--- src/hw/turbo_pkg.sv ---
// shared types for the turbo and timebase block
// width typedefs, turbo speed enum and settings struct
// AXI4-Lite request and response structs, register offsets

package turbo_pkg;

  typedef logic [15:0] axil_addr_t;
  typedef logic [31:0] axil_data_t;
  typedef logic [11:0] div_count_t;
  typedef logic [19:0] suppress_count_t;
  typedef logic [14:0] audio_sample_t;

  typedef enum logic [1:0] {
    speed_1x   = 2'd0,
    speed_4x   = 2'd1,
    speed_50x  = 2'd2,
    speed_full = 2'd3
  } turbo_speed_e;

  typedef struct packed {
    turbo_speed_e speed;
    logic         cancel_on_event;
    logic         suppress_after_activation;
    logic         disable_sound;
  } turbo_cfg_t;

  // manager side of the bus
  typedef struct packed {
    logic       awvalid;
    axil_addr_t awaddr;
    logic       wvalid;
    axil_data_t wdata;
    logic [3:0] wstrb;
    logic       bready;
    logic       arvalid;
    axil_addr_t araddr;
    logic       rready;
  } axil_req_t;

  // subordinate side of the bus
  typedef struct packed {
    logic       awready;
    logic       wready;
    logic       bvalid;
    logic [1:0] bresp;
    logic       arready;
    logic       rvalid;
    axil_data_t rdata;
    logic [1:0] rresp;
  } axil_rsp_t;

  localparam axil_addr_t reg_sound_addr    = 16'h0010;
  localparam axil_addr_t reg_speed_addr    = 16'h0100;
  localparam axil_addr_t reg_cancel_addr   = 16'h0104;
  localparam axil_addr_t reg_suppress_addr = 16'h0108;

  // buzzer high level, thirteen ones
  localparam audio_sample_t audio_on_level = 15'h1FFF;

endpackage

--- src/hw/turbo_regs.sv ---
// AXI4-Lite register block for the turbo settings
// speed, cancel on event, suppress after activation, disable sound
// speed field is cleared by the governor's cancel request

`timescale 1ns/1ps

module turbo_regs
  import turbo_pkg::*;
(
  input  logic       clk_sys_117_964,
  input  logic       reset_turbo_s,
  input  axil_req_t  axil_req,
  input  logic       turbo_cancel,
  output axil_rsp_t  axil_rsp,
  output turbo_cfg_t cfg
);

  turbo_cfg_t cfg_q;

  logic       bvalid_q;
  logic       rvalid_q;
  axil_data_t rdata_q;
  axil_data_t rd_word;

  logic wr_fire;
  logic rd_fire;

  ////////////////////////////////////////////////////////////
  // handshakes

  // address and data accepted together, one write in flight
  assign wr_fire = axil_req.awvalid && axil_req.wvalid && !bvalid_q;

  // one read in flight, response held under back-pressure
  assign rd_fire = axil_req.arvalid && !rvalid_q;

  ////////////////////////////////////////////////////////////
  // register writes

  always_ff @(posedge clk_sys_117_964) begin
    if (reset_turbo_s) begin
      cfg_q    <= '0;
      bvalid_q <= 1'b0;
    end else begin
      if (wr_fire) begin
        bvalid_q <= 1'b1;
      end else if (axil_req.bready) begin
        bvalid_q <= 1'b0;
      end

      // only the low byte carries settings
      if (wr_fire && axil_req.wstrb[0]) begin
        case (axil_req.awaddr)
          reg_sound_addr: begin
            cfg_q.disable_sound <= axil_req.wdata[0];
          end
          reg_speed_addr: begin
            cfg_q.speed <= turbo_speed_e'(axil_req.wdata[1:0]);
          end
          reg_cancel_addr: begin
            cfg_q.cancel_on_event <= axil_req.wdata[0];
          end
          reg_suppress_addr: begin
            cfg_q.suppress_after_activation <= axil_req.wdata[0];
          end
          default: begin
            // unmapped, dropped
          end
        endcase
      end

      // cancel wins over a write in the same cycle
      if (turbo_cancel) begin
        cfg_q.speed <= speed_1x;
      end
    end
  end

  ////////////////////////////////////////////////////////////
  // register reads

  always_comb begin
    rd_word = '0;
    case (axil_req.araddr)
      reg_sound_addr: begin
        rd_word[0] = cfg_q.disable_sound;
      end
      reg_speed_addr: begin
        rd_word[1:0] = cfg_q.speed;
      end
      reg_cancel_addr: begin
        rd_word[0] = cfg_q.cancel_on_event;
      end
      reg_suppress_addr: begin
        rd_word[0] = cfg_q.suppress_after_activation;
      end
      default: begin
        rd_word = '0;
      end
    endcase
  end

  always_ff @(posedge clk_sys_117_964) begin
    if (reset_turbo_s) begin
      rvalid_q <= 1'b0;
    end else if (rd_fire) begin
      rvalid_q <= 1'b1;
    end else if (axil_req.rready) begin
      rvalid_q <= 1'b0;
    end
  end

  // read payload, captured with the address
  always_ff @(posedge clk_sys_117_964) begin
    if (rd_fire) begin
      rdata_q <= rd_word;
    end
  end

  ////////////////////////////////////////////////////////////
  // response side

  always_comb begin
    axil_rsp         = '0;
    axil_rsp.awready = wr_fire;
    axil_rsp.wready  = wr_fire;
    axil_rsp.bvalid  = bvalid_q;
    // always OKAY
    axil_rsp.bresp   = 2'b00;
    axil_rsp.arready = rd_fire;
    axil_rsp.rvalid  = rvalid_q;
    axil_rsp.rdata   = rdata_q;
    axil_rsp.rresp   = 2'b00;
  end

  assign cfg = cfg_q;

endmodule

--- src/hw/core_clock_div.sv ---
// core timebase divider
// reload picked from the turbo speed, half-way point latched at reload
// produces the core tick and the double-rate tick

`timescale 1ns/1ps

module core_clock_div
  import turbo_pkg::*;
#(
  parameter int base_div = 3600
) (
  input  logic       clk_sys_117_964,
  input  logic       reset_turbo_s,
  input  turbo_cfg_t cfg,
  input  logic       halt,
  output logic       clk_en,
  output logic       clk_2x_en
);

  div_count_t reload_value;
  div_count_t half_value;
  div_count_t count_q;
  div_count_t half_q;

  // reload per speed
  always_comb begin
    case (cfg.speed)
      speed_1x:  reload_value = div_count_t'(base_div);
      speed_4x:  reload_value = div_count_t'(base_div / 4);
      speed_50x: reload_value = div_count_t'(base_div / 50);
      default:   reload_value = div_count_t'(1);
    endcase
  end

  // full speed keeps the half point at 1 so the 2x tick still fires
  assign half_value = (reload_value == div_count_t'(1)) ? div_count_t'(1) :
                      (reload_value >> 1);

  ////////////////////////////////////////////////////////////
  // down counter and tick enables

  always_ff @(posedge clk_sys_117_964) begin
    if (reset_turbo_s) begin
      count_q   <= '0;
      half_q    <= '0;
      clk_en    <= 1'b0;
      clk_2x_en <= 1'b0;
    end else begin
      clk_en    <= 1'b0;
      clk_2x_en <= 1'b0;

      // halt freezes everything
      if (!halt) begin
        if (count_q == '0) begin
          count_q   <= reload_value;
          // latched so a speed change mid-period cannot skip a half tick
          half_q    <= half_value;
          clk_en    <= 1'b1;
          clk_2x_en <= 1'b1;
        end else begin
          count_q <= count_q - div_count_t'(1);
          if (count_q == half_q) begin
            clk_2x_en <= 1'b1;
          end
        end
      end
    end
  end

endmodule

--- src/hw/turbo_governor.sv ---
// turbo governor
// activation detect, suppression window in core ticks
// cancel request on halt or buzzer event, buzzer sample muting

`timescale 1ns/1ps

module turbo_governor
  import turbo_pkg::*;
#(
  parameter int suppress_ticks = 163840
) (
  input  logic          clk_sys_117_964,
  input  logic          reset_turbo_s,
  input  turbo_cfg_t    cfg,
  input  logic          clk_en,
  input  logic          buzzer,
  input  logic          halt,
  output logic          turbo_cancel,
  output audio_sample_t audio_sample
);

  localparam suppress_count_t window_len = suppress_count_t'(suppress_ticks);

  turbo_speed_e    prev_speed_q;
  suppress_count_t window_q;
  suppress_count_t window_start;
  suppress_count_t window_next;

  logic activated;
  logic turbo_on;
  logic buzzer_event;
  logic cancel_req;
  logic sound_on;

  ////////////////////////////////////////////////////////////
  // activation and suppression window

  assign turbo_on  = (cfg.speed != speed_1x);
  assign activated = turbo_on && (prev_speed_q == speed_1x);

  always_comb begin
    window_start = window_q;
    // fresh window when turbo switches on
    if (activated && cfg.suppress_after_activation) begin
      window_start = window_len;
    end

    window_next = window_start;
    // counts in core time, not system clocks
    if (clk_en && window_start != '0) begin
      window_next = window_start - suppress_count_t'(1);
    end
  end

  ////////////////////////////////////////////////////////////
  // cancel request

  // buzzer only cancels a running turbo outside the window
  assign buzzer_event = buzzer && cfg.cancel_on_event && turbo_on &&
                        (window_start == '0);
  assign cancel_req   = halt || buzzer_event;

  // muted when disabled or at 50x and above
  assign sound_on = buzzer && !cfg.disable_sound && (cfg.speed < speed_50x);

  always_ff @(posedge clk_sys_117_964) begin
    if (reset_turbo_s) begin
      prev_speed_q <= speed_1x;
      window_q     <= '0;
      turbo_cancel <= 1'b0;
      audio_sample <= '0;
    end else begin
      prev_speed_q <= cfg.speed;
      window_q     <= window_next;
      turbo_cancel <= cancel_req;
      audio_sample <= sound_on ? audio_on_level : '0;
    end
  end

endmodule

--- src/hw/tama_turbo_top.sv ---
// turbo and timebase top level
// register block, core clock divider and turbo governor

`timescale 1ns/1ps

module tama_turbo_top
  import turbo_pkg::*;
#(
  parameter int base_div       = 3600,
  parameter int suppress_ticks = 163840
) (
  input  logic          clk_sys_117_964,
  input  logic          reset_turbo_s,
  input  axil_req_t     axil_req,
  input  logic          buzzer,
  input  logic          halt,
  output axil_rsp_t     axil_rsp,
  output logic          clk_en,
  output logic          clk_2x_en,
  output audio_sample_t audio_sample
);

  turbo_cfg_t cfg;
  logic       turbo_cancel;

  ////////////////////////////////////////////////////////////
  // settings registers

  turbo_regs u_regs (
    .clk_sys_117_964 (clk_sys_117_964),
    .reset_turbo_s   (reset_turbo_s),
    .axil_req        (axil_req),
    .turbo_cancel    (turbo_cancel),
    .axil_rsp        (axil_rsp),
    .cfg             (cfg)
  );

  ////////////////////////////////////////////////////////////
  // core timebase

  core_clock_div #(
    .base_div (base_div)
  ) u_clock_div (
    .clk_sys_117_964 (clk_sys_117_964),
    .reset_turbo_s   (reset_turbo_s),
    .cfg             (cfg),
    .halt            (halt),
    .clk_en          (clk_en),
    .clk_2x_en       (clk_2x_en)
  );

  ////////////////////////////////////////////////////////////
  // turbo cancel and audio

  turbo_governor #(
    .suppress_ticks (suppress_ticks)
  ) u_governor (
    .clk_sys_117_964 (clk_sys_117_964),
    .reset_turbo_s   (reset_turbo_s),
    .cfg             (cfg),
    .clk_en          (clk_en),
    .buzzer          (buzzer),
    .halt            (halt),
    .turbo_cancel    (turbo_cancel),
    .audio_sample    (audio_sample)
  );

endmodule

--- config.mk ---
export PLATFORM = sky130hd
export DESIGN_NAME = tama_turbo_top
export DESIGN_NICKNAME = d
export VERILOG_FILES = /design/src/hw/turbo_pkg.sv /design/src/hw/turbo_regs.sv /design/src/hw/core_clock_div.sv /design/src/hw/turbo_governor.sv /design/src/hw/tama_turbo_top.sv
export SDC_FILE = /design/constraint.sdc
export NUM_CORES = 1
export LEC_CHECK = 0
export BUFFER_PORTS_ARGS = -buffer_cell sky130_fd_sc_hd__buf_2
export CORE_UTILIZATION = 44
export CTS_CLUSTER_DIAMETER = 50
export DETAILED_ROUTE_END_ITERATION = 10
export PLACE_DENSITY_LB_ADDON = 0.15
export SKIP_LAST_GASP = 1
export SYNTH_ARGS = -nofsm -noshare
export SYNTH_HDL_FRONTEND = slang
export SYNTH_SLANG_ARGS = --single-unit
--- constraint.sdc ---
create_clock -name clk_sys_117_964 -period 2.26 [get_ports clk_sys_117_964]
set_clock_uncertainty 0.15 [all_clocks]
set_input_delay 0.226 -clock clk_sys_117_964 [delete_from_list [all_inputs] [get_ports clk_sys_117_964]]
set_output_delay 0.226 -clock clk_sys_117_964 [all_outputs]
set_load 0.01 [all_outputs]
==> results by group <==
Floorplanning
  – Die X-Extent: 87.31 um
  – Die Area: 7622 sq um
  – Initial standard-cell utilization of the core: 46.36%
  – Die H: 87.31 um
  – Number of cell rows: 30
  – Core box area: 6907 sq um
  – I/O Pins: 135

Place
  – Half-perimeter wire length of the detailed placement result: 5515 um
  – Cell area reported after detailed placement: 3632 sq um
  – Number of cells in the design after placement: 554
  – Placer Congestion: 0.8594
  – IO buf count: 65
  – Pre-CTS setup slack: 0.04962 ns

Yosys
  – Most frequent cells after synthesis: buf_4, dfxtp_1, nor2_1, a21oi_1, nand2_1
  – Mean post-synth cell area: 8.106 sq um
  – Netlist area before placement: 3202 sq um
  – Share of flip-flops with an asynchronous set or reset: 0%
  – Count of warnings emitted by yosys: 0
  – Post-synth cell types: 61
  – Register area share after synthesis: 33.14%
  – Dominant cell by count in the synthesized netlist: buf_4
  – Post-synth EDFFs: 2
  – Main area contributors after synthesis: dfxtp_1, buf_4, nor2_1
  – Flop and latch count out of synthesis: 52
  – Biggest area consumer among synthesized cells: dfxtp_1
  – Area share of the largest cell type after synthesis: 31.26%
  – Cells after synthesis: 395
  – Most instantiated flip-flop cell in the synthesis netlist: dfxtp_1

Detailed routing
  – Number of search-and-repair iterations in the first detailed-routing pass: 5
  – Initial drt markers: 157
  – Final Routed Wirelength: 7263 um
  – WL/cell: 12.85 um
  – Total via count in the routed design: 3,009
  – ANT nets after route: 0
  – Via density: 5.326
  – DRC violation count after routing: 0

Layout
  – Share of final-layout standard cells stronger than drive strength 1: 26.65%
  – Post-route insts no fill: 565
  – Number of diodes: 0
  – Layout-stage area growth over the synthesis result: 19.07%
  – Fill cell instance count of the final layout: 667
  – Layout Nets: 548
  – Cell area after layout: 3812 sq um

Worst setup path
  – Master of the slowest instance on the critical path: or4_4
  – Arrival @ worst endpoint: 2.24 ns
  – CP most frequent cell: buf_4
  – Path type of the worst setup path: reg2reg
  – Largest fanout of any net on the critical path: 5
  – Required time of the critical path: 2.30 ns
  – Critical path, cell by cell: or4_4, nor4b_4, buf_4, nand3_4, buf_4, a31o_1, o311a_1
  – Kind of start point of the critical path: register
  – Crit-path max cell delay: 0.57 ns
  – Worst Setup End Kind: register
  – Reg-to-reg setup timing slack: 0.06 ns

CTS
  – Number of buffers on the longest clock path: 2
  – H-tree levels: 2
  – TritonCTS clock tree: yes
  – Cts bufs inserted: 5
  – # clock sinks: 52
  – Clock tree root buffer cell: clkbuf_8
  – Clk Latency, worst-skew pair: 0.31 ns
  – Clock transition time at the flip-flop clock pins of the worst setup and hold paths: 0.10 ns

Flow run
  – Count of max-cap constraint violations: 0

Global route
  – Maximum number of pins on one net before global-route repair: 33
  – Global Route Usage Sum: 20.27%
  – Number of antenna violations at the first check in global routing: 0
  – GR Overflow Total: 0
  – First-pass GRT wire length: 12,300 um
  – Via count of the first global-routing pass: 2,649

Pwr
  – Total power per unit cell area: 788.6 nW/um^2
  – Max rail drop VDD: 0.0006230 V
  – Leakage Power: 0.001627 uW

Timing
  – RSZ-0062 raised after global routing: false
  – Min cycle time layout: 2.197 ns
  – TNS Setup: 0 ns
  – Final Hold Fails: 0
  – Least setup slack across all paths after layout: 0.06317 ns
  – Period utilization: 97.20%
  – Transition time of the tightest slew-check pin: 0.5846 ns
  – Achievable Freq: 455.2 MHz
  – Fin. max-slew vios: 0
  – Setup violation total in the final timing report: 0
  – Worst max-slew margin expressed relative to the limit: 60.67%

Run status
  – Status: finished clean

Min path
  – Type of the most critical hold path: in2reg
==> worst paths after layout <==
path / startpoint / to / depth (start not counted)
max: u_governor.window_q[15] / u_governor.window_q[14] / 7
max reg2reg: u_governor.window_q[15] / u_governor.window_q[14] / 7
min: axil_req[17] / u_regs.rvalid_q / 3
min reg2reg: u_governor.turbo_cancel / u_regs.cfg[4] / 1
==> kinds of logic (layout without fill, tap and decap cells) <==
kind of cell             count (synthesis)  count (layout)  share of synthesized area [%]
adder cells (fa/ha/maj)                  3               3                          1.172
AND/OR/NAND/NOR                        161             161                          27.24
multiplexers                            12              12                          3.791
flip-flops                              52              52                          33.14
XOR/XNOR                                 8               8                          2.188
AO/OA/AOI/OAI                           81              81                          16.96
other                                    1              36                         0.1171
buffers and inverters                   77             116                          15.40
==> per-layer routing <==
layer / GRT usage (%) / vias to the layer above / wire, um
li1: - / 1494 / -
met1: 26.96 / 1393 / 3445
met2: 33.31 / 118 / 3313
met3: 3.507 / 4 / 463
met4: 6.408 / 0 / 41
met5: 0 / - / 0
==> layout by cell type, fill, tap and decap left out, types with 8 or more instances in the layout <==
master    instances
mux2i_1          11
buf_2            65
dfxtp_1          49
conb_1           36
buf_4            35
nor3_1           13
a211oi_1          8
a21oi_1          29
nand2_1          23
o21ai_0           9
nand3_1           9
nor4_1           17
nor2_1           43
==> report_power, final <==
part | internal [uW] | switching (uW) | leakage, uW | total [uW]
Clock | 443 | 302 | 0.0000654 | 745
Combinational | 494 | 577 | 0.00114 | 1070
Sequential | 1040 | 147 | 0.000426 | 1190
Total | 1980 | 1030 | 0.00163 | 3010
==> worst max-delay path, delay by kind of cell (launching register included) <==
kind | cells | cell delay [ns]
AOI/OAI and AO/OA | 2 | 0.29
and+or+nand+nor | 3 | 0.96
DFF | 1 | 0.33
buffers and inverters | 2 | 0.37
==> metrics by stage <==
stage	hold slack, ns	total power (uW)	util [%]
5_1_grt	0.04140	3243	55.20
3_5_place_dp	0.2695	2264	52.59
6_report	0.03147	3006	55.20
3_3_place_gp	0.2671	2251	52.59
4_1_cts	0.02967	3017	54.66
2_1_floorplan	0.1750	1972	-
==> registers in the layout, summed over array words and instances (netlist names) <==
register	cells
u_clock_div.half_q	5
u_clock_div.count_q	12
u_governor.window_q	20
u_regs.cfg	5
u_clock_div.clk_en	1
u_governor.prev_speed_q	2
u_governor.turbo_cancel	1
u_regs.rdata_q	2
u_regs.rvalid_q	1
u_regs.bvalid_q	1
u_governor.audio_sample	1
u_clock_div.clk_2x_en	1
==> area by class of cell <==
type                    instances  area, sq um  share of cell area [%]
clock buffers                   6        72.57                   1.904
clock inverters                 2        60.06                   1.575
inverters                       6        22.52                  0.5907
multi-input cells             301         1857                   48.70
flip-flops and latches         52         1062                   27.86
well taps                      96        120.1                   3.151
repair buffers                102        618.1                   16.21
==> what timing repair did <==
action	in CTS	in global routing
endpoints found under the hold margin	1	0
hold buffers	1	0
gates resized for setup	0	6
endpoints found under the setup margin	0	5
buffers inserted	0	2
Power figures use the tool's default switching activity.
